$ cat src/weight_pkg.sv
package weight_pkg;

  // Memory geometry
  localparam int W_DATA_WIDTH = 8;
  localparam int R_DATA_WIDTH = 32;  // Four byte lanes
  localparam int R_DEPTH      = 16;
  localparam int W_DEPTH      = R_DEPTH * R_DATA_WIDTH / W_DATA_WIDTH;
  localparam int W_ADDR_WIDTH = $clog2(W_DEPTH);
  localparam int R_ADDR_WIDTH = $clog2(R_DEPTH);

  localparam int RD_LATENCY   = 2;   // Default read pipeline depth
  localparam int SUM_WIDTH    = 16;  // Holds every lane of a full run

  typedef enum logic {
    OP_STREAM,
    OP_SUM
  } rd_op_e;

  typedef enum logic {
    LD_IDLE,
    LD_RUN
  } load_state_e;

  typedef enum logic [1:0] {
    RD_IDLE,
    RD_ISSUE,
    RD_DRAIN
  } read_state_e;

  // One narrow write into the shell
  typedef struct packed {
    logic                    en;
    logic [W_ADDR_WIDTH-1:0] addr;
    logic [W_DATA_WIDTH-1:0] data;
  } wr_req_t;

  // Read command, count runs from 1 to R_DEPTH
  typedef struct packed {
    rd_op_e                  op;
    logic [R_ADDR_WIDTH-1:0] addr;
    logic [R_ADDR_WIDTH:0]   count;
  } rd_cmd_t;

endpackage

$ cat src/n_delay.sv
module n_delay #(
  parameter int N          = 2,
  parameter int WORD_WIDTH = 8
) (
  input  logic                  clk,
  input  logic                  rst_n,
  input  logic                  clken,
  input  logic [WORD_WIDTH-1:0] data_in,
  output logic [WORD_WIDTH-1:0] data_out
);

  generate
    if (N == 0) begin : g_direct
      assign data_out = data_in;
    end else begin : g_pipe
      logic [N-1:0][WORD_WIDTH-1:0] stage;

      // Whole chain holds while clken is low
      always_ff @(posedge clk) begin
        if (!rst_n) begin
          stage <= '0;
        end else if (clken) begin
          stage[0] <= data_in;
          for (int i = 1; i < N; i++) begin
            stage[i] <= stage[i-1];
          end
        end
      end

      assign data_out = stage[N-1];  // Oldest entry
    end
  endgenerate

endmodule

$ cat src/weight_loader.sv
module weight_loader (
  input  logic                                clk,
  input  logic                                rst_n,
  input  logic                                load_start,
  input  logic [weight_pkg::W_ADDR_WIDTH-1:0] load_base,
  input  logic [weight_pkg::W_ADDR_WIDTH:0]   load_count,
  input  logic                                in_valid,
  input  logic [weight_pkg::W_DATA_WIDTH-1:0] in_data,
  output weight_pkg::wr_req_t                 wr,
  output logic                                load_done
);

  import weight_pkg::*;

  load_state_e             state;
  logic [W_ADDR_WIDTH-1:0] addr;       // Next write address
  logic [W_ADDR_WIDTH:0]   remaining;  // Bytes still expected
  logic [W_ADDR_WIDTH-1:0] addr_next;
  logic                    take;

  logic                    wr_en;
  logic                    wr_last;    // Registered write is the final byte
  logic [W_ADDR_WIDTH-1:0] wr_addr;
  logic [W_DATA_WIDTH-1:0] wr_data;

  assign take      = (state == LD_RUN) && in_valid;
  assign addr_next = (addr == W_ADDR_WIDTH'(W_DEPTH - 1)) ? '0 : addr + 1'b1;

  always_ff @(posedge clk) begin
    if (!rst_n) begin
      state     <= LD_IDLE;
      addr      <= '0;
      remaining <= '0;
      wr_en     <= 1'b0;
      wr_last   <= 1'b0;
      load_done <= 1'b0;
    end else begin
      wr_en     <= 1'b0;
      wr_last   <= 1'b0;
      load_done <= wr_en && wr_last;  // Same edge that stores the last byte
      case (state)
        LD_IDLE: begin
          if (load_start) begin
            addr      <= load_base;
            remaining <= load_count;
            if (load_count == '0) begin
              load_done <= 1'b1;  // Nothing to load
            end else begin
              state <= LD_RUN;
            end
          end
        end
        LD_RUN: begin
          if (in_valid) begin
            wr_en     <= 1'b1;
            wr_last   <= (remaining == 1);
            addr      <= addr_next;
            remaining <= remaining - 1'b1;
            if (remaining == 1) begin
              state <= LD_IDLE;
            end
          end
        end
        default: state <= LD_IDLE;
      endcase
    end
  end

  // Write payload
  always_ff @(posedge clk) begin
    if (take) begin
      wr_addr <= addr;
      wr_data <= in_data;
    end
  end

  assign wr = '{en: wr_en, addr: wr_addr, data: wr_data};

  // Every write comes from a byte taken while running
  a_wr_from_run: assert property (
    @(posedge clk) disable iff (!rst_n)
    wr.en |-> $past(state == LD_RUN && in_valid)
  ) else $error("write issued outside LD_RUN");

endmodule

$ cat src/bram_sdp_shell.sv
module bram_sdp_shell #(
  parameter int R_DEPTH      = weight_pkg::R_DEPTH,
  parameter int R_DATA_WIDTH = weight_pkg::R_DATA_WIDTH,
  parameter int W_DATA_WIDTH = weight_pkg::W_DATA_WIDTH,
  parameter int LATENCY      = weight_pkg::RD_LATENCY
) (
  input  logic                       clk,
  input  weight_pkg::wr_req_t        wr,
  input  logic                       rd_en,
  input  logic [$clog2(R_DEPTH)-1:0] rd_addr,
  output logic [R_DATA_WIDTH-1:0]    rd_data
);

  localparam int W_DEPTH = R_DEPTH * R_DATA_WIDTH / W_DATA_WIDTH;

  logic [W_DEPTH-1:0][W_DATA_WIDTH-1:0] cells;
  logic [R_DEPTH-1:0][R_DATA_WIDTH-1:0] words;

  // Narrow write port, one cell per write
  always_ff @(posedge clk) begin
    if (wr.en) begin
      cells[wr.addr] <= wr.data;
    end
  end

  // Wide view of the same bits, lane 0 in the low byte
  assign words = cells;

  n_delay #(
    .N          (LATENCY),
    .WORD_WIDTH (R_DATA_WIDTH)
  ) i_delay (
    .clk      (clk),
    .rst_n    (1'b1),
    .clken    (rd_en),
    .data_in  (words[rd_addr]),
    .data_out (rd_data)
  );

  a_rd_addr_range: assert property (
    @(posedge clk) rd_en |-> (rd_addr < R_DEPTH)
  ) else $error("read address out of range");

endmodule

$ cat src/weight_reader.sv
module weight_reader #(
  parameter int LATENCY = weight_pkg::RD_LATENCY  // 1 or more
) (
  input  logic                                clk,
  input  logic                                rst_n,
  input  logic                                cmd_valid,
  input  weight_pkg::rd_cmd_t                 cmd,
  output logic                                rd_en,
  output logic [weight_pkg::R_ADDR_WIDTH-1:0] rd_addr,
  input  logic [weight_pkg::R_DATA_WIDTH-1:0] rd_data,
  output logic                                busy,
  output logic                                out_valid,
  output logic [weight_pkg::R_DATA_WIDTH-1:0] out_data,
  output logic                                sum_valid,
  output logic [weight_pkg::SUM_WIDTH-1:0]    sum
);

  import weight_pkg::*;

  localparam int LANES = R_DATA_WIDTH / W_DATA_WIDTH;
  // Only the oldest slot occupied
  localparam logic [LATENCY:1] TRACK_LAST = LATENCY'(1) << (LATENCY - 1);

  read_state_e           state;
  rd_op_e                op_q;
  logic [R_ADDR_WIDTH:0] remaining;
  logic [LATENCY:1]      track;       // One bit per read in flight
  logic [SUM_WIDTH-1:0]  acc;
  logic [SUM_WIDTH-1:0]  lane_total;

  logic accept;
  logic issue;
  logic ret;
  logic stream_done;
  logic sum_done;

  assign accept      = (state == RD_IDLE) && cmd_valid;
  assign issue       = (state == RD_ISSUE);
  assign ret         = track[LATENCY];  // Marked word on rd_data now
  assign stream_done = (state == RD_DRAIN) && (op_q == OP_STREAM) && (track == TRACK_LAST);
  assign sum_done    = (state == RD_DRAIN) && (op_q == OP_SUM) && (track == '0);

  assign rd_en = (state != RD_IDLE);
  assign busy  = (state != RD_IDLE);

  always_comb begin
    lane_total = '0;
    for (int l = 0; l < LANES; l++) begin
      lane_total += SUM_WIDTH'(rd_data[l*W_DATA_WIDTH +: W_DATA_WIDTH]);
    end
  end

  always_ff @(posedge clk) begin
    if (!rst_n) begin
      state     <= RD_IDLE;
      remaining <= '0;
      track     <= '0;
      out_valid <= 1'b0;
      sum_valid <= 1'b0;
    end else begin
      out_valid <= ret && (op_q == OP_STREAM);
      sum_valid <= 1'b0;
      if (rd_en) begin
        track[1] <= issue;
        for (int j = 2; j <= LATENCY; j++) begin
          track[j] <= track[j-1];
        end
      end
      case (state)
        RD_IDLE: begin
          if (cmd_valid) begin
            remaining <= cmd.count;
            state     <= RD_ISSUE;
          end
        end
        RD_ISSUE: begin
          remaining <= remaining - 1'b1;
          if (remaining == 1) begin
            state <= RD_DRAIN;
          end
        end
        RD_DRAIN: begin
          if (stream_done) begin
            state <= RD_IDLE;  // Last word leaves this edge
          end
          if (sum_done) begin
            sum_valid <= 1'b1;
            state     <= RD_IDLE;
          end
        end
        default: state <= RD_IDLE;
      endcase
    end
  end

  // Address, op and datapath
  always_ff @(posedge clk) begin
    if (accept) begin
      rd_addr <= cmd.addr;
      op_q    <= cmd.op;
    end else if (issue) begin
      rd_addr <= rd_addr + 1'b1;
    end
    if (accept) begin
      acc <= '0;
    end else if (ret && op_q == OP_SUM) begin
      acc <= acc + lane_total;
    end
    if (ret) begin
      out_data <= rd_data;
    end
    if (sum_done) begin
      sum <= acc;
    end
  end

  a_one_result: assert property (
    @(posedge clk) disable iff (!rst_n)
    !(out_valid && sum_valid)
  ) else $error("stream and sum results at once");

  a_cmd_count: assert property (
    @(posedge clk) disable iff (!rst_n)
    accept |-> (cmd.count != '0)
  ) else $error("accepted command with zero count");

endmodule

$ cat src/weight_buffer_top.sv
module weight_buffer_top #(
  parameter int RD_LATENCY = weight_pkg::RD_LATENCY
) (
  input  logic                                clk,
  input  logic                                rst_n,
  input  logic                                load_start,
  input  logic [weight_pkg::W_ADDR_WIDTH-1:0] load_base,
  input  logic [weight_pkg::W_ADDR_WIDTH:0]   load_count,
  input  logic                                in_valid,
  input  logic [weight_pkg::W_DATA_WIDTH-1:0] in_data,
  output logic                                load_done,
  input  logic                                cmd_valid,
  input  weight_pkg::rd_cmd_t                 cmd,
  output logic                                busy,
  output logic                                out_valid,
  output logic [weight_pkg::R_DATA_WIDTH-1:0] out_data,
  output logic                                sum_valid,
  output logic [weight_pkg::SUM_WIDTH-1:0]    sum
);

  import weight_pkg::*;

  wr_req_t                 wr;
  logic                    rd_en;
  logic [R_ADDR_WIDTH-1:0] rd_addr;
  logic [R_DATA_WIDTH-1:0] rd_data;

  weight_loader i_loader (
    .clk        (clk),
    .rst_n      (rst_n),
    .load_start (load_start),
    .load_base  (load_base),
    .load_count (load_count),
    .in_valid   (in_valid),
    .in_data    (in_data),
    .wr         (wr),
    .load_done  (load_done)
  );

  bram_sdp_shell #(
    .R_DEPTH      (R_DEPTH),
    .R_DATA_WIDTH (R_DATA_WIDTH),
    .W_DATA_WIDTH (W_DATA_WIDTH),
    .LATENCY      (RD_LATENCY)
  ) i_shell (
    .clk     (clk),
    .wr      (wr),
    .rd_en   (rd_en),
    .rd_addr (rd_addr),
    .rd_data (rd_data)
  );

  // Same latency on both sides so the tracker lines up with the data
  weight_reader #(
    .LATENCY (RD_LATENCY)
  ) i_reader (
    .clk       (clk),
    .rst_n     (rst_n),
    .cmd_valid (cmd_valid),
    .cmd       (cmd),
    .rd_en     (rd_en),
    .rd_addr   (rd_addr),
    .rd_data   (rd_data),
    .busy      (busy),
    .out_valid (out_valid),
    .out_data  (out_data),
    .sum_valid (sum_valid),
    .sum       (sum)
  );

endmodule

$ cat config.mk
export PLATFORM = sky130hd
export DESIGN_NAME = weight_buffer_top
export DESIGN_NICKNAME = d
export VERILOG_FILES = /design/src/weight_pkg.sv /design/src/n_delay.sv /design/src/weight_loader.sv /design/src/bram_sdp_shell.sv /design/src/weight_reader.sv /design/src/weight_buffer_top.sv
export SDC_FILE = /design/constraint.sdc
export NUM_CORES = 1
export LEC_CHECK = 0
export BUFFER_PORTS_ARGS = -buffer_cell sky130_fd_sc_hd__buf_2
export CAP_MARGIN = 0
export CORE_MARGIN = 5
export CORE_UTILIZATION = 55
export DETAILED_ROUTE_END_ITERATION = 7
export PLACE_DENSITY_LB_ADDON = 0.05
export SLEW_MARGIN = 20
export SYNTH_ARGS = -nofsm -noshare
export SYNTH_HDL_FRONTEND = slang
export SYNTH_HIERARCHICAL = 1
export SYNTH_SLANG_ARGS = --single-unit
$ cat constraint.sdc
create_clock -name clk -period 8.8 [get_ports clk]
set_input_delay 1.76 -clock clk [delete_from_list [all_inputs] [get_ports clk]]
set_output_delay 1.76 -clock clk [all_outputs]
set_load 0.05 [all_outputs]
* Yosys cells after proc, flatten, opt, wreduce, memory -nomap -nowiden *
Index checks and enable logic that the tools add are counted.

storage, ports and cells
  register bits after elaboration = 687
  bits of input ports = 36
  output and inout port bits = 52
  word-level logic and storage cells = 161

cells by class
  $add $sub $neg = 8
  $lt $le $gt $ge = 3
  equality and inequality tests = 11
  multiplexer cells = 31
  bitwise gates (word level) = 2
  reduce and logical (&&, ||, !) cells = 22

operators with widths
  operator                                                     count
  bitwise mux 512 bit                                          1
  binary-select mux 32 bit (select 4 bit)                      1
  demux 8 bit (select 6 bit)                                   1
  adder 16 x 8 -> 16 bit                                       2
  two-way mux 32 bit                                           1
  two-way mux 6 bit                                            3
  adder 16 bit                                                 1
  two-way mux 7 bit                                            2
  one-hot mux 7 bit (2 select lines)                           1
  one-hot mux 6 bit (2 select lines)                           1
  logical AND 1 bit                                            10
  one-hot mux 5 bit (2 select lines)                           1
  adder 8 x 8 -> 9 bit                                         1
  two-way mux 1 bit                                            9
  two-way mux 2 bit                                            4
  two-way mux 4 bit                                            2
  two-way mux 8 bit                                            1
  != test 2 bit (second input constant)                        4
  AND reduction 2 bit                                          4
  == test 7 x 1 -> 1 bit (second input constant)               1
  zero test 7 bit                                              1
  less-than comparator 6 x 7 -> 1 bit (second input constant)  1
  subtractor 7 x 1 -> 7 bit (second input constant)            1
  adder 6 x 1 -> 6 bit (second input constant)                 1
  16 further kinds                                             22

* Depth between registers and ports, before layout *
  word-level depth = 6
  depth in mapped cells = 14
  mapped depth without buffers = 13

* Modules after synthesis *
The synthesis kept the hierarchy.

modules (own cells, without submodules)
  module          times used  cells an instance  area each (um2)  sequential area each (um2)
  bram_sdp_shell  1           881                19511.2          15374.7
  weight_reader   1           370                4093.9           2132.0
  n_delay         1           238                2691.3           1281.2
  weight_loader   1           123                1373.8           760.7

* Worst setup path after synthesis *
No wires, ideal clock.

  kind = flip-flop to flip-flop
  from = reg i_shell.i_delay.g_pipe.stage, in the netlist i_shell/i_delay/data_out[1]
  to = reg i_reader.acc[13]
  arrival = 3572 ps
  required time = 8728 ps
  setup slack = 5157 ps
  stages on the path, launching flop included = 15
  buffers on the path = 1
  cells stage by stage = dfxtp_1 -> buf_4 -> inv_1 -> fa_1 -> fa_1 -> fa_1 -> inv_1 -> ha_1 -> inv_1 -> fa_1 -> nand2b_1 -> a21oi_2 -> o2111ai_1 -> a2111oi_2 -> mux2i_1

between the ends
  word-level cells in the longest chain between the ends = 4

ends and longest elaborated chain
  item                                 line                  source
  start: declaration                   n_delay.sv:16         logic [N-1:0][WORD_WIDTH-1:0] stage;
  start signal: indexed assignment     n_delay.sv:25         stage[i] <= stage[i-1];
  adder 8 x 8 -> 9 bit                 weight_reader.sv:49   lane_total += SUM_WIDTH'(rd_data[l*W_DATA_WIDTH +: W_DATA_WIDTH]);
  adder 16 x 8 -> 16 bit (2 in a row)  weight_reader.sv:49
  adder 16 bit                         weight_reader.sv:107  acc <= acc + lane_total;
  end signal: assignment               weight_reader.sv:107
  end: declaration                     weight_reader.sv:28   logic [SUM_WIDTH-1:0] acc;

No other way between the ends.
A chain may end at the register's enable or synchronous reset.

* Worst setup path in the final report *
Same ends and word-level chain as after synthesis.

==> flow_metrics.env <==
export IMPL_ys_async_sr_fraction=0
export IMPL_layout_commonest_cell="sky130_fd_sc_hd__edfxtp_1"
export IMPL_globalplace_congestion=0.799
export IMPL_share_of_final_layout_standard_cells_stronger_than_drive_strength_1=0.204
export IMPL_ioPinCount=88
export IMPL_crit_reg2reg_launch="i_shell/i_delay/data_out[1]"
export IMPL_clock_tree_from_tritoncts="yes"
export IMPL_min_path_cells=0
export IMPL_route_top_layer_used="met4"
export IMPL_cts_root_buf="sky130_fd_sc_hd__clkbuf_16"
export IMPL_worstRegToRegCells=13
export IMPL_register_area_share_after_synthesis=0.706
export IMPL_place_detailed_hpwl_mm=34.7
export IMPL_yosysWarningCount=6
export IMPL_initial_util=0.554
export IMPL_period_minus_slack_ps=3940
export IMPL_globalRouteOverflowTotal=0
export IMPL_synth_top_area_cell="sky130_fd_sc_hd__edfxtp_1"
export IMPL_number_of_antenna_violations_at_the_first_check_in_global_routing=0
export IMPL_io_buffers=87
export IMPL_die_height_um=234
export IMPL_max_cap_violations=0
export IMPL_timing_critical_path_fanout_max=4
export IMPL_sum_of_routed_wire_segments_on_met1_mm=25.1
export IMPL_power_density_nw_per_um2=241
export IMPL_syn_instance_count=1612
export IMPL_p_leak_nw=10.3
export IMPL_critical_path_startpoint_type="flip-flop"
export IMPL_area_growth_synth_to_final_pct=11.0
export IMPL_cts_sink_count=687
export IMPL_drtAntennaViolNets=0
export IMPL_run_status="completed"
export IMPL_clk_pin_slew_worst_paths_ps=60
export IMPL_global_route_wire_length_before_repair_mm=87.4
export IMPL_clkLatencyLatePin_ps=600
export IMPL_firstDrtPassIters=6
export IMPL_mostFrequentLayoutCells="sky130_fd_sc_hd__edfxtp_1, sky130_fd_sc_hd__mux4_2, sky130_fd_sc_hd__dfxtp_1, sky130_fd_sc_hd__nor2_1, sky130_fd_sc_hd__buf_2"
export IMPL_clock_tree_buffer_depth=3
export IMPL_arrival_ps=4460
export IMPL_resized_after_cts=0
export IMPL_rsz0062_at_grt="no"
export IMPL_synth_cell_type_count=68
export IMPL_maxClockFrequency_ghz=0.254
export IMPL_slew_headroom=0.294
export IMPL_dr_wl_met3_mm=3.83
export IMPL_post_synth_instance_area_sq_um=27700
export IMPL_initialDrtViolationCount=1114
export IMPL_design_die_area_sq_um=54900
export IMPL_setup_violations=0
export IMPL_crit_path_end_kind="flip-flop"
export IMPL_synth_edf_count=579
export IMPL_antennaDiodeCount=0
export IMPL_total_via_count_in_the_routed_design=13962
export IMPL_syn_avg_cell_area_sq_um=17.2
export IMPL_critical_path_required_ps=9320
export IMPL_total_power_mw=7.39
export IMPL_finalHoldViolCount=0
export IMPL_row_count=82
export IMPL_routed_wirelength_mm=57.2
export IMPL_post_drt_via_cell_ratio=5.80
export IMPL_cts_max_level=3
export IMPL_holdPathEnd="i_reader/sum[6]"
export IMPL_finalClockSkew_ps=20.5
export IMPL_number_of_synthesized_register_bits=687
export IMPL_cts_buffers=72
export IMPL_cts_hold_repair_buffers=0
export IMPL_detail_route_drc_violations=0
export IMPL_setup_total_negative_slack_ps=0
export IMPL_post_cts_setup_buffer_count=0
export IMPL_grt_pass1_vias=14106
export IMPL_maximum_number_of_pins_on_one_net_before_global_route_repair=131
export IMPL_syn_nets=1692
export IMPL_routed_wire_length_per_instance_um=23.7
export IMPL_max_slew_worst_pin_slew_ps=1060
export IMPL_critical_path_reg2reg_endpoint="i_reader/acc[13]"
export IMPL_post_synth_main_area_contributors="sky130_fd_sc_hd__edfxtp_1, sky130_fd_sc_hd__mux4_2, sky130_fd_sc_hd__dfxtp_1, sky130_fd_sc_hd__mux2i_1, sky130_fd_sc_hd__a22oi_1"
export IMPL_dr_wl_met2_mm=27.1
export IMPL_final_min_period_over_clock_period=0.448
export IMPL_hold_path_class="flip-flop to flip-flop"
export IMPL_finalMaxSlewViolations=0
export IMPL_die_w_um=234
export IMPL_synth_main_ff_cell="sky130_fd_sc_hd__edfxtp_1"
export IMPL_postLayoutCoreUtil=0.615
export IMPL_peakVddDrop_mv=0.133
export IMPL_critical_path_class="flip-flop to flip-flop"
export IMPL_synthDominantCellAreaShare=0.628
export IMPL_total_routing_usage_reported_by_global_routing=0.213
export IMPL_final_net_count=1758
export IMPL_r2r_setup_slack_ps=4860
export IMPL_floorplan_core_area_sq_um=50000
export IMPL_worst_hold_startpoint="i_reader/acc[6]"
[cells by family (layout without fill, tap and decap cells)]
kind of cell / Yosys count / count (layout) / share of synthesized area
AO/OA/AOI/OAI: 160 / 160 / 0.0411
adder cells (fa/ha/maj): 44 / 44 / 0.0261
XOR/XNOR: 5 / 5 / 0.00158
buffers and inverters: 197 / 322 / 0.0366
AND/OR/NAND/NOR: 315 / 315 / 0.0566
other: 1 / 1 / 0.000136
multiplexers: 203 / 203 / 0.131
flip-flops: 687 / 687 / 0.706
[cell type report]
type / count / area [sq um]
Sequential cell: 687 / 19600
Fill cell: 3676 / 19200
Multi-Input combinational cell: 728 / 7130
Clock buffer: 99 / 2070
Tap cell: 672 / 841
Timing Repair Buffer: 105 / 596
Inverter: 84 / 317
Clock inverter: 34 / 219
[per-layer routing]
layer,up-vias,GRT usage
met5,-,0
met1,7136,0.315
met2,459,0.333
met4,0,0.0577
li1,6302,-
met3,65,0.0373
[critical path, stage by stage, from the launching register on]
cell                        delay, ps
sky130_fd_sc_hd__dfxtp_1          350
sky130_fd_sc_hd__inv_1             70
sky130_fd_sc_hd__fa_1             580
sky130_fd_sc_hd__fa_1             450
sky130_fd_sc_hd__fa_1             450
sky130_fd_sc_hd__inv_1             70
sky130_fd_sc_hd__ha_1             180
sky130_fd_sc_hd__inv_1             80
sky130_fd_sc_hd__fa_1             420
sky130_fd_sc_hd__nand2b_1         210
sky130_fd_sc_hd__a21oi_2          180
sky130_fd_sc_hd__o2111ai_1        230
sky130_fd_sc_hd__a2111oi_2        400
sky130_fd_sc_hd__mux2i_1          210
[worst max path at each step]
| stage | from | to | slack, ps | cells after the start |
|---|---|---|---|---|
| detailed placement | i_shell/i_delay/data_out[1] | i_reader/acc[13] | 4870 | 13 |
| floorplan | i_shell/i_delay/data_out[1] | i_reader/acc[13] | 5160 | 14 |
| global route | i_shell/i_delay/data_out[1] | i_reader/acc[13] | 4630 | 13 |
| CTS | i_shell/i_delay/data_out[1] | i_reader/acc[13] | 4860 | 13 |
| finish | i_shell/i_delay/data_out[1] | i_reader/acc[13] | 4860 | 13 |
| global placement | i_shell/i_delay/data_out[1] | i_reader/acc[13] | 4930 | 13 |
[power by group]
part | internal [mW] | total (mW) | switching (mW)
sequential | 3.57 | 3.62 | 0.0532
clock | 1.71 | 2.91 | 1.20
combinational | 0.346 | 0.857 | 0.511
total | 5.62 | 7.39 | 1.77
[state kept, by name, summed over array words and instances (netlist names)]
name	flops
i_loader/addr	6
i_loader/load_done	1
i_loader/remaining	7
i_loader/state	1
i_loader/wr_addr	6
i_loader/wr_data	8
i_loader/wr_en	1
i_loader/wr_last	1
i_reader/acc	16
i_reader/op_q	1
i_reader/out_data	32
i_reader/out_valid	1
i_reader/rd_addr	4
i_reader/remaining	5
i_reader/state	2
i_reader/sum	16
i_reader/sum_valid	1
i_reader/track	2
i_shell/cells	512
i_shell/i_delay/data_out	32
i_shell/i_delay/g_pipe.stage	32
[synthesized netlist by cell type (5+ instances only)]
master,count
sky130_fd_sc_hd__buf_8,6
sky130_fd_sc_hd__o21ai_0,16
sky130_fd_sc_hd__mux2i_1,73
sky130_fd_sc_hd__a21oi_1,25
sky130_fd_sc_hd__nor2_1,90
sky130_fd_sc_hd__clkbuf_1,36
sky130_fd_sc_hd__a22oi_1,67
sky130_fd_sc_hd__nand3_1,17
sky130_fd_sc_hd__buf_4,44
sky130_fd_sc_hd__nand3b_1,5
sky130_fd_sc_hd__nand2b_1,10
sky130_fd_sc_hd__buf_2,14
sky130_fd_sc_hd__nand2_1,75
sky130_fd_sc_hd__a21boi_0,5
sky130_fd_sc_hd__nor3_1,12
sky130_fd_sc_hd__mux4_2,128
sky130_fd_sc_hd__inv_1,81
sky130_fd_sc_hd__ha_1,21
sky130_fd_sc_hd__a211oi_1,15
sky130_fd_sc_hd__nor2b_1,73
sky130_fd_sc_hd__fa_1,23
sky130_fd_sc_hd__buf_1,9
sky130_fd_sc_hd__dfxtp_1,108
sky130_fd_sc_hd__edfxtp_1,579
[per-stage QoR]
step	setup slack (ps)	cell area, sq um	instances	hold slack (ps)
after detailed placement	4870	28400	2276	419
final	4860	30700	2409	432
after global placement	4930	28400	2276	421
after global routing	4630	30700	2409	446
after CTS	4860	30700	2409	434
after floorplan	5160	27700	1612	408
No activity file was read; power rests on OpenSTA's default activity.
